$ cat src/spi_ctrl_config.svh
`ifndef SPI_CTRL_CONFIG_SVH
`define SPI_CTRL_CONFIG_SVH

// command word: wr flag, 3-bit reg address, 8-bit data
`define SPI_CMD_W 12
`define SPI_RD_W 8

// clk cycles per sclk half period, 2 or more
`define SPI_CLK_DIV 4

// power of two
`define SPI_FIFO_DEPTH 4

// register byte offsets
`define SPI_REG_CMD 4'h0
`define SPI_REG_STATUS 4'h4
`define SPI_REG_RDATA 4'h8

`endif

$ cat src/spi_ctrl_pkg.sv
`include "spi_ctrl_config.svh"

package spi_ctrl_pkg;

  typedef logic [`SPI_CMD_W-1:0] spi_cmd_t;  // one command word
  typedef logic [`SPI_RD_W-1:0] spi_byte_t;  // one received byte

  typedef logic [3:0] axil_addr_t;
  typedef logic [31:0] axil_data_t;

  // FINISH holds cs_n low after the last bit
  typedef enum logic [1:0] {
    IDLE,
    SEND,
    RECV,
    FINISH
  } spi_state_e;

endpackage

$ cat src/spi_axil_regs.sv
`timescale 1ns/1ns
`include "spi_ctrl_config.svh"

module spi_axil_regs (
  input  logic                      clk,
  input  logic                      rst_n,
  input  spi_ctrl_pkg::axil_addr_t  awaddr,
  input  logic                      awvalid,
  output logic                      awready,
  input  spi_ctrl_pkg::axil_data_t  wdata,
  input  logic                      wvalid,
  output logic                      wready,
  output logic [1:0]                bresp,
  output logic                      bvalid,
  input  logic                      bready,
  input  spi_ctrl_pkg::axil_addr_t  araddr,
  input  logic                      arvalid,
  output logic                      arready,
  output spi_ctrl_pkg::axil_data_t  rdata,
  output logic [1:0]                rresp,
  output logic                      rvalid,
  input  logic                      rready,
  input  logic                      busy,
  input  spi_ctrl_pkg::spi_byte_t   head,
  input  logic                      not_empty,
  input  logic                      overflow,
  output spi_ctrl_pkg::spi_cmd_t    cmd,
  output logic                      cmd_valid,
  output logic                      pop,
  output logic                      ovf_clear
);
  import spi_ctrl_pkg::*;

  localparam logic [1:0] RESP_OKAY = 2'b00;
  localparam logic [1:0] RESP_SLVERR = 2'b10;

  logic       aw_is_cmd;
  logic       wr_stall;
  logic       wr_hs;
  logic       rd_hs;
  axil_data_t rd_mux;
  logic [1:0] rd_resp_mux;

  assign aw_is_cmd = (awaddr == `SPI_REG_CMD);
  assign wr_stall = aw_is_cmd && (busy || cmd_valid);  // engine still owns the last command
  assign wr_hs = awvalid && awready && wvalid && wready;
  assign rd_hs = arvalid && arready;

  // side effects land on the same edge the read data is captured
  assign pop = rd_hs && (araddr == `SPI_REG_RDATA);
  assign ovf_clear = rd_hs && (araddr == `SPI_REG_STATUS);

  always_ff @(posedge clk or negedge rst_n)
  begin
    if (!rst_n)
    begin
      awready <= 1'b0;
      wready <= 1'b0;
      bvalid <= 1'b0;
      bresp <= RESP_OKAY;
      cmd_valid <= 1'b0;
    end
    else
    begin
      cmd_valid <= wr_hs && aw_is_cmd;
      if (awready)
      begin
        awready <= 1'b0;  // single cycle
        wready <= 1'b0;
      end
      else if (awvalid && wvalid && !bvalid && !wr_stall)
      begin
        awready <= 1'b1;
        wready <= 1'b1;
      end
      if (wr_hs)
      begin
        bvalid <= 1'b1;
        bresp <= aw_is_cmd ? RESP_OKAY : RESP_SLVERR;
      end
      else if (bvalid && bready)
        bvalid <= 1'b0;
    end
  end

  always_ff @(posedge clk)
  begin
    if (wr_hs && aw_is_cmd)
      cmd <= wdata[`SPI_CMD_W-1:0];
  end

  always_comb
  begin
    rd_mux = '0;
    rd_resp_mux = RESP_OKAY;
    case (araddr)
      `SPI_REG_STATUS: rd_mux = axil_data_t'({overflow, not_empty, busy});
      `SPI_REG_RDATA:
      begin
        if (not_empty)
          rd_mux = axil_data_t'(head);  // empty fifo reads 0
      end
      default: rd_resp_mux = RESP_SLVERR;
    endcase
  end

  always_ff @(posedge clk or negedge rst_n)
  begin
    if (!rst_n)
    begin
      arready <= 1'b0;
      rvalid <= 1'b0;
      rdata <= '0;
      rresp <= RESP_OKAY;
    end
    else
    begin
      if (arready)
        arready <= 1'b0;
      else if (arvalid && !rvalid)
        arready <= 1'b1;
      if (rd_hs)
      begin
        rvalid <= 1'b1;
        rdata <= rd_mux;
        rresp <= rd_resp_mux;
      end
      else if (rvalid && rready)
        rvalid <= 1'b0;
    end
  end

endmodule

$ cat src/spi_shift_engine.sv
`timescale 1ns/1ns
`include "spi_ctrl_config.svh"

module spi_shift_engine (
  input  logic                     clk,
  input  logic                     rst_n,
  input  spi_ctrl_pkg::spi_cmd_t   cmd,
  input  logic                     cmd_valid,
  output logic                     busy,
  output logic                     sclk,
  output logic                     cs_n,
  output logic                     mosi,
  input  logic                     miso,
  output spi_ctrl_pkg::spi_byte_t  rd_byte,
  output logic                     rd_valid
);
  import spi_ctrl_pkg::*;

  localparam int DW = $clog2(2 * `SPI_CLK_DIV);
  localparam int BW = $clog2(`SPI_CMD_W);
  localparam logic [DW-1:0] RISE_AT = DW'(`SPI_CLK_DIV - 1);
  localparam logic [DW-1:0] FALL_AT = DW'(2 * `SPI_CLK_DIV - 1);
  localparam logic [BW-1:0] CMD_LAST = BW'(`SPI_CMD_W - 1);
  localparam logic [BW-1:0] RD_LAST = BW'(`SPI_RD_W - 1);

  spi_state_e    state;
  logic [DW-1:0] div_cnt;
  logic [BW-1:0] bit_cnt;
  spi_cmd_t      tx_sr;
  spi_byte_t     rx_sr;
  logic          is_read;
  logic          bit_end;

  assign bit_end = (div_cnt == FALL_AT);
  assign busy = (state != IDLE);
  assign mosi = tx_sr[`SPI_CMD_W-1];  // msb first, zeros once the command is out
  assign rd_byte = rx_sr;

  always_ff @(posedge clk or negedge rst_n)
  begin
    if (!rst_n)
    begin
      state <= IDLE;
      div_cnt <= '0;
      bit_cnt <= '0;
      tx_sr <= '0;
      is_read <= 1'b0;
      sclk <= 1'b0;
      cs_n <= 1'b1;
      rd_valid <= 1'b0;
    end
    else
    begin
      rd_valid <= 1'b0;
      case (state)
        IDLE:
        begin
          if (cmd_valid)
          begin
            state <= SEND;
            tx_sr <= cmd;
            is_read <= ~cmd[`SPI_CMD_W-1];  // bit 11 clear means read
            cs_n <= 1'b0;
            div_cnt <= '0;
            bit_cnt <= '0;
          end
        end
        SEND:
        begin
          if (div_cnt == RISE_AT)
            sclk <= 1'b1;
          if (bit_end)
          begin
            sclk <= 1'b0;
            div_cnt <= '0;
            tx_sr <= {tx_sr[`SPI_CMD_W-2:0], 1'b0};
            if (bit_cnt == CMD_LAST)
            begin
              bit_cnt <= '0;
              state <= is_read ? RECV : FINISH;
            end
            else
              bit_cnt <= bit_cnt + 1'b1;
          end
          else
            div_cnt <= div_cnt + 1'b1;
        end
        RECV:
        begin
          if (div_cnt == RISE_AT)
            sclk <= 1'b1;
          if (bit_end)
          begin
            sclk <= 1'b0;
            div_cnt <= '0;
            if (bit_cnt == RD_LAST)
            begin
              bit_cnt <= '0;
              state <= FINISH;
            end
            else
              bit_cnt <= bit_cnt + 1'b1;
          end
          else
            div_cnt <= div_cnt + 1'b1;
        end
        FINISH:
        begin
          // half a bit of cs_n hold
          if (div_cnt == RISE_AT)
          begin
            state <= IDLE;
            cs_n <= 1'b1;
            rd_valid <= is_read;
            div_cnt <= '0;
          end
          else
            div_cnt <= div_cnt + 1'b1;
        end
        default: state <= IDLE;
      endcase
    end
  end

  // sample miso with the rising sclk
  always_ff @(posedge clk)
  begin
    if (state == RECV && div_cnt == RISE_AT)
      rx_sr <= {rx_sr[`SPI_RD_W-2:0], miso};
  end

endmodule

$ cat src/spi_rd_fifo.sv
`timescale 1ns/1ns
`include "spi_ctrl_config.svh"

module spi_rd_fifo (
  input  logic                     clk,
  input  logic                     rst_n,
  input  spi_ctrl_pkg::spi_byte_t  rd_byte,
  input  logic                     rd_valid,
  input  logic                     pop,
  input  logic                     ovf_clear,
  output spi_ctrl_pkg::spi_byte_t  head,
  output logic                     not_empty,
  output logic                     overflow
);
  import spi_ctrl_pkg::*;

  localparam int PW = $clog2(`SPI_FIFO_DEPTH);
  localparam logic [PW:0] FULL_CNT = (PW + 1)'(`SPI_FIFO_DEPTH);

  spi_byte_t     mem [`SPI_FIFO_DEPTH];
  logic [PW-1:0] wr_ptr;
  logic [PW-1:0] rd_ptr;
  logic [PW:0]   count;
  logic          full;
  logic          do_push;
  logic          do_pop;

  assign full = (count == FULL_CNT);
  assign not_empty = (count != '0);
  assign do_pop = pop && not_empty;  // pop on empty is ignored
  assign do_push = rd_valid && (!full || do_pop);
  assign head = mem[rd_ptr];

  always_ff @(posedge clk)
  begin
    if (do_push)
      mem[wr_ptr] <= rd_byte;
  end

  always_ff @(posedge clk or negedge rst_n)
  begin
    if (!rst_n)
    begin
      wr_ptr <= '0;
      rd_ptr <= '0;
      count <= '0;
      overflow <= 1'b0;
    end
    else
    begin
      if (do_push)
        wr_ptr <= wr_ptr + 1'b1;  // wraps, depth is a power of two
      if (do_pop)
        rd_ptr <= rd_ptr + 1'b1;
      case ({do_push, do_pop})
        2'b10: count <= count + 1'b1;
        2'b01: count <= count - 1'b1;
        default: count <= count;
      endcase
      // a new drop wins over a clear in the same cycle
      if (rd_valid && !do_push)
        overflow <= 1'b1;
      else if (ovf_clear)
        overflow <= 1'b0;
    end
  end

endmodule

$ cat src/spi_ctrl_top.sv
`timescale 1ns/1ns

module spi_ctrl_top (
  input  logic                      clk,
  input  logic                      rst_n,
  input  spi_ctrl_pkg::axil_addr_t  awaddr,
  input  logic                      awvalid,
  output logic                      awready,
  input  spi_ctrl_pkg::axil_data_t  wdata,
  input  logic                      wvalid,
  output logic                      wready,
  output logic [1:0]                bresp,
  output logic                      bvalid,
  input  logic                      bready,
  input  spi_ctrl_pkg::axil_addr_t  araddr,
  input  logic                      arvalid,
  output logic                      arready,
  output spi_ctrl_pkg::axil_data_t  rdata,
  output logic [1:0]                rresp,
  output logic                      rvalid,
  input  logic                      rready,
  output logic                      sclk,
  output logic                      cs_n,
  output logic                      mosi,
  input  logic                      miso
);
  import spi_ctrl_pkg::*;

  spi_cmd_t  cmd;
  logic      cmd_valid;
  logic      busy;
  logic      pop;
  logic      ovf_clear;
  spi_byte_t head;
  logic      not_empty;
  logic      overflow;
  spi_byte_t rd_byte;
  logic      rd_valid;

  spi_axil_regs u_regs (
    .clk(clk), .rst_n(rst_n),
    .awaddr(awaddr), .awvalid(awvalid), .awready(awready),
    .wdata(wdata), .wvalid(wvalid), .wready(wready),
    .bresp(bresp), .bvalid(bvalid), .bready(bready),
    .araddr(araddr), .arvalid(arvalid), .arready(arready),
    .rdata(rdata), .rresp(rresp), .rvalid(rvalid), .rready(rready),
    .busy(busy), .head(head), .not_empty(not_empty), .overflow(overflow),
    .cmd(cmd), .cmd_valid(cmd_valid), .pop(pop), .ovf_clear(ovf_clear)
  );

  spi_shift_engine u_engine (
    .clk(clk), .rst_n(rst_n),
    .cmd(cmd), .cmd_valid(cmd_valid), .busy(busy),
    .sclk(sclk), .cs_n(cs_n), .mosi(mosi), .miso(miso),
    .rd_byte(rd_byte), .rd_valid(rd_valid)
  );

  spi_rd_fifo u_fifo (
    .clk(clk), .rst_n(rst_n),
    .rd_byte(rd_byte), .rd_valid(rd_valid),
    .pop(pop), .ovf_clear(ovf_clear),
    .head(head), .not_empty(not_empty), .overflow(overflow)
  );

endmodule

$ cat config.mk
export PLATFORM = sky130hd
export DESIGN_NAME = spi_ctrl_top
export DESIGN_NICKNAME = d
export VERILOG_FILES = /design/src/spi_ctrl_pkg.sv /design/src/spi_axil_regs.sv /design/src/spi_shift_engine.sv /design/src/spi_rd_fifo.sv /design/src/spi_ctrl_top.sv
export VERILOG_INCLUDE_DIRS = /design/src
export SDC_FILE = /design/constraint.sdc
export NUM_CORES = 1
export LEC_CHECK = 0
export ABC_AREA = 1
export BUFFER_PORTS_ARGS = -buffer_cell sky130_fd_sc_hd__buf_2
export CELL_PAD_IN_SITES_DETAIL_PLACEMENT = 0
export CELL_PAD_IN_SITES_GLOBAL_PLACEMENT = 2
export CORE_UTILIZATION = 36
export DETAILED_ROUTE_END_ITERATION = 16
export HOLD_SLACK_MARGIN = 0.12
export PLACE_DENSITY_LB_ADDON = 0.1
export SYNTH_ARGS = -nofsm -noshare
export SYNTH_HDL_FRONTEND = slang
export SYNTH_SLANG_ARGS = --single-unit
$ cat constraint.sdc
create_clock -name clk -period 1.9 [get_ports clk]
set_input_delay 0.38 -clock clk [delete_from_list [all_inputs] [get_ports clk]]
set_output_delay 0.38 -clock clk [all_outputs]
set_load 0.02 [all_outputs]
==> impl_metrics.env <==
export IMPL_ys_top_cells_by_area="sky130_fd_sc_hd__edfxtp_1 (34%), sky130_fd_sc_hd__dfrtp_1 (26%), sky130_fd_sc_hd__buf_4 (4.4%)"
export IMPL_final_instance_count_excl_fill=650
export IMPL_rsz0062_at_grt="false"
export IMPL_detail_route_iter0_violations=92
export IMPL_library_cells_used_by_synthesis=44
export IMPL_cts_sinks=101
export IMPL_hpwl_um=5610
export IMPL_placement_io_buffers=45
export IMPL_num_antenna_cells=0
export IMPL_detailroute_via_count=2866
export IMPL_fin_total_pwr_mw=7.24
export IMPL_synthesis_instances=410
export IMPL_ir_worst_vdd_mv=0.679
export IMPL_cp_startpoint="u_engine.state[0]"
export IMPL_antenna_found_initial=0
export IMPL_r2r_slack_ps=150
export IMPL_ff2ff_path_depth=10
export IMPL_maxCapViolCount=0
export IMPL_report_final_hold_viol_count=0
export IMPL_synth_edff_count=52
export IMPL_routed_wire_length_um=8160
export IMPL_clock_root_buffer="sky130_fd_sc_hd__clkbuf_16"
export IMPL_timing_critical_path_to_type="register"
export IMPL_cellLeakagePower_nw=2.34
export IMPL_async_flop_share_pct=48.5
export IMPL_finalCoreUtilization_pct=42.7
export IMPL_cts_root_to_sink_buffers=2
export IMPL_max_stage_delay_on_crit_path_ps=410
export IMPL_finClkSkew_ps=8.07
export IMPL_detailed_place_area_um2=5060
export IMPL_timing_setup_tns_ps=0
export IMPL_wp_data_arrival_ps=2020
export IMPL_slew_viols_final=0
export IMPL_cts_resized=0
export IMPL_die_area_um2=13400
export IMPL_synth_avg_cell_area_um2=11.3
export IMPL_fraction_of_the_cycle_the_final_worst_path_needs_pct=92.1
export IMPL_synth_ff_latch_count=101
export IMPL_slew_limit_headroom_pct=63.3
export IMPL_global_route_usage_total_pct=13.5
export IMPL_detail_route_first_pass_iterations=4
export IMPL_outcome="completed"
export IMPL_post_synth_top_area_cell="sky130_fd_sc_hd__edfxtp_1"
export IMPL_cts_htree_levels=3
export IMPL_synth_top_flop_cell="sky130_fd_sc_hd__edfxtp_1"
export IMPL_nets=536
export IMPL_post_place_cells=633
export IMPL_timing_fmax_mhz=571
export IMPL_floorplan_initialDensity_pct=36.8
export IMPL_area_growth_synth_to_final_pct=16.1
export IMPL_via_count_of_the_first_global_routing_pass=2757
export IMPL_globalRoute_totalOverflow=0
export IMPL_final_period_minus_worst_setup_slack_ps=1750
export IMPL_tritoncts="yes"
export IMPL_layout_drive_gt1_share_pct=22.6
export IMPL_detail_route_wl_per_cell_um=12.5
export IMPL_grt_busiest_layer="met2"
export IMPL_hold_path_class="in -> reg"
export IMPL_cts_reportedPaths_clkPinSlew_ps=70
export IMPL_power_density_cell_area_nw_per_um2=1340
export IMPL_timing_critical_path_from_type="register"
export IMPL_worst_setup_path_type="reg -> reg"
export IMPL_remaining_drc_errors=0
export IMPL_timing_critical_path_cells="inv_1, ha_1, inv_2, nor2_4, inv_4, o21ai_4, a21oi_4, buf_4, o211ai_2, o21ai_2"
export IMPL_yosysSeqAreaShare_pct=60.0
export IMPL_cp_endpoint="u_engine.tx_sr[8]"
export IMPL_summed_area_of_non_filler_cells_in_the_final_layout_um2=5390
export IMPL_die_h_um=116
export IMPL_route_detailed_vias_per_inst=4.41
export IMPL_post_synth_instance_area_um2=4650
export IMPL_synthTopCellsByCount="sky130_fd_sc_hd__inv_1 (53), sky130_fd_sc_hd__nand2_1 (53), sky130_fd_sc_hd__edfxtp_1 (52)"
export IMPL_worst_pin_slew_ps=550
export IMPL_n_fill_cell=1246
export IMPL_gp_congestion=0.774
export IMPL_grt_met3_usage_pct=4.03
export IMPL_core_um2=12600
export IMPL_grt_met1_usage_pct=16.9
export IMPL_die_width_um=116
export IMPL_ys_warnings_count=0
export IMPL_cts_inserted_buffers=9
export IMPL_critical_path_slowest_cell="sky130_fd_sc_hd__dfrtp_1"
export IMPL_crit_path_max_fanout=8
export IMPL_worst_r2r_endpoint="u_engine.tx_sr[8]"
export IMPL_met2_usage_pct=21.6
export IMPL_clkLatencyLatePin_ps=350
export IMPL_worst_ep_required_time_ps=2170
export IMPL_grt_pass1_wl_um=13300
export IMPL_setup_violations_final=0
export IMPL_drt_antenna_net_count=0
export IMPL_grt_max_degree=32
export IMPL_std_cell_rows=41
export IMPL_boundary_pin_count=92
export IMPL_synthDominantCellAreaShare_pct=33.6
export IMPL_crit_reg2reg_launch="u_engine.state[0]"
logic make-up (layout without fill, tap and decap cells):
kind of cell | count (synthesis) | after routing | synth area share [%]
compound gates | 85 | 85 | 13.3
xor+xnor | 5 | 5 | 0.943
fa+ha+maj | 15 | 15 | 4.20
buf+inv | 93 | 136 | 10.8
flops | 101 | 101 | 60.0
other cells | 1 | 26 | 0.0807
simple gates | 110 | 110 | 10.7
worst min path at each step:
stage	from	end	slack (ps)	cells after the start
after floorplan	rst_n	u_engine.bit_cnt[0]	80	0
after global placement	rst_n	u_regs.rdata[7]	390	1
after detailed placement	rst_n	u_regs.rdata[7]	390	1
after CTS	wdata[7]	u_regs.cmd[7]	190	1
after global routing	wdata[9]	u_regs.cmd[9]	190	1
final	wdata[6]	u_regs.cmd[6]	210	1
layout by cell type (no fill, tap or decap), types with 6 or more instances in the layout:
cell                        synthesis  final
sky130_fd_sc_hd__inv_1             53     53
sky130_fd_sc_hd__nand2_1           53     53
sky130_fd_sc_hd__edfxtp_1          52     52
sky130_fd_sc_hd__dfrtp_1           48     48
sky130_fd_sc_hd__buf_2              4     45
sky130_fd_sc_hd__nor2_1            32     32
sky130_fd_sc_hd__conb_1             1     26
sky130_fd_sc_hd__o21ai_0           25     25
sky130_fd_sc_hd__ha_1              14     14
sky130_fd_sc_hd__buf_4             27     14
sky130_fd_sc_hd__nand3_1           11     11
sky130_fd_sc_hd__a21oi_1            9      9
sky130_fd_sc_hd__clkbuf_16          0      9
sky130_fd_sc_hd__o21ai_2            8      8
sky130_fd_sc_hd__o22ai_1            7      7
sky130_fd_sc_hd__o211ai_2           6      6
critical path, delay by kind of cell, from the launching register on:
kind / cells / cell delay, ps
fa+ha+maj: 1 / 230
compound gates: 4 / 440
buf+inv: 4 / 530
simple gates: 1 / 70
flops: 1 / 410
per-stage QoR:
step                      setup WS [ps]  hold slack, ps
final                               150             209
after global placement              118             392
after detailed placement            127             390
after global routing               9.61             192
after floorplan                     106            84.4
after CTS                           135             193
layout make-up:
class / count / area, um2 / share of cell area, %
clock buffer: 9 / 225 / 4.18
clock inverter: 7 / 97.6 / 1.81
inverter: 57 / 216 / 4.01
multi-input combinational: 241 / 1450 / 26.9
sequential: 101 / 2790 / 51.7
tap: 172 / 215 / 3.99
timing repair buffer: 63 / 400 / 7.42
power by group:
group / leakage, nW / switching, mW / total, mW / internal, mW
registers: 1.07 / 0.163 / 2.78 / 2.62
clock network: 0.154 / 0.811 / 1.97 / 1.16
logic: 1.11 / 1.55 / 2.49 / 0.937
layer usage:
metal / up-vias / share of wire [%] / routed length (um)
met2: 68 / 44 / 3590
li1: 1457 / - / -
met3: 13 / 5.2 / 427
met4: 0 / 1.9 / 153
met1: 1328 / 49 / 3990
met5: - / 0 / 0
repair_timing:
item                                   CTS  global route
endpoints found under the hold margin   17             0
buffers inserted                         0             0
setup endpoints to repair                0             0
hold buffers                             1             0
flip-flops by register name (all words and copies together) (netlist names), 2 cells and up:
register and count:
u_engine.bit_cnt 4, u_engine.div_cnt 3, u_engine.rd_byte 8, u_engine.state 2, u_engine.tx_sr 12, u_fifo.count 3
u_fifo.mem 32, u_fifo.rd_ptr 2, u_fifo.wr_ptr 2, u_regs.cmd 12, u_regs.rdata 8
Note: power is estimated with default switching activity, not from simulation.
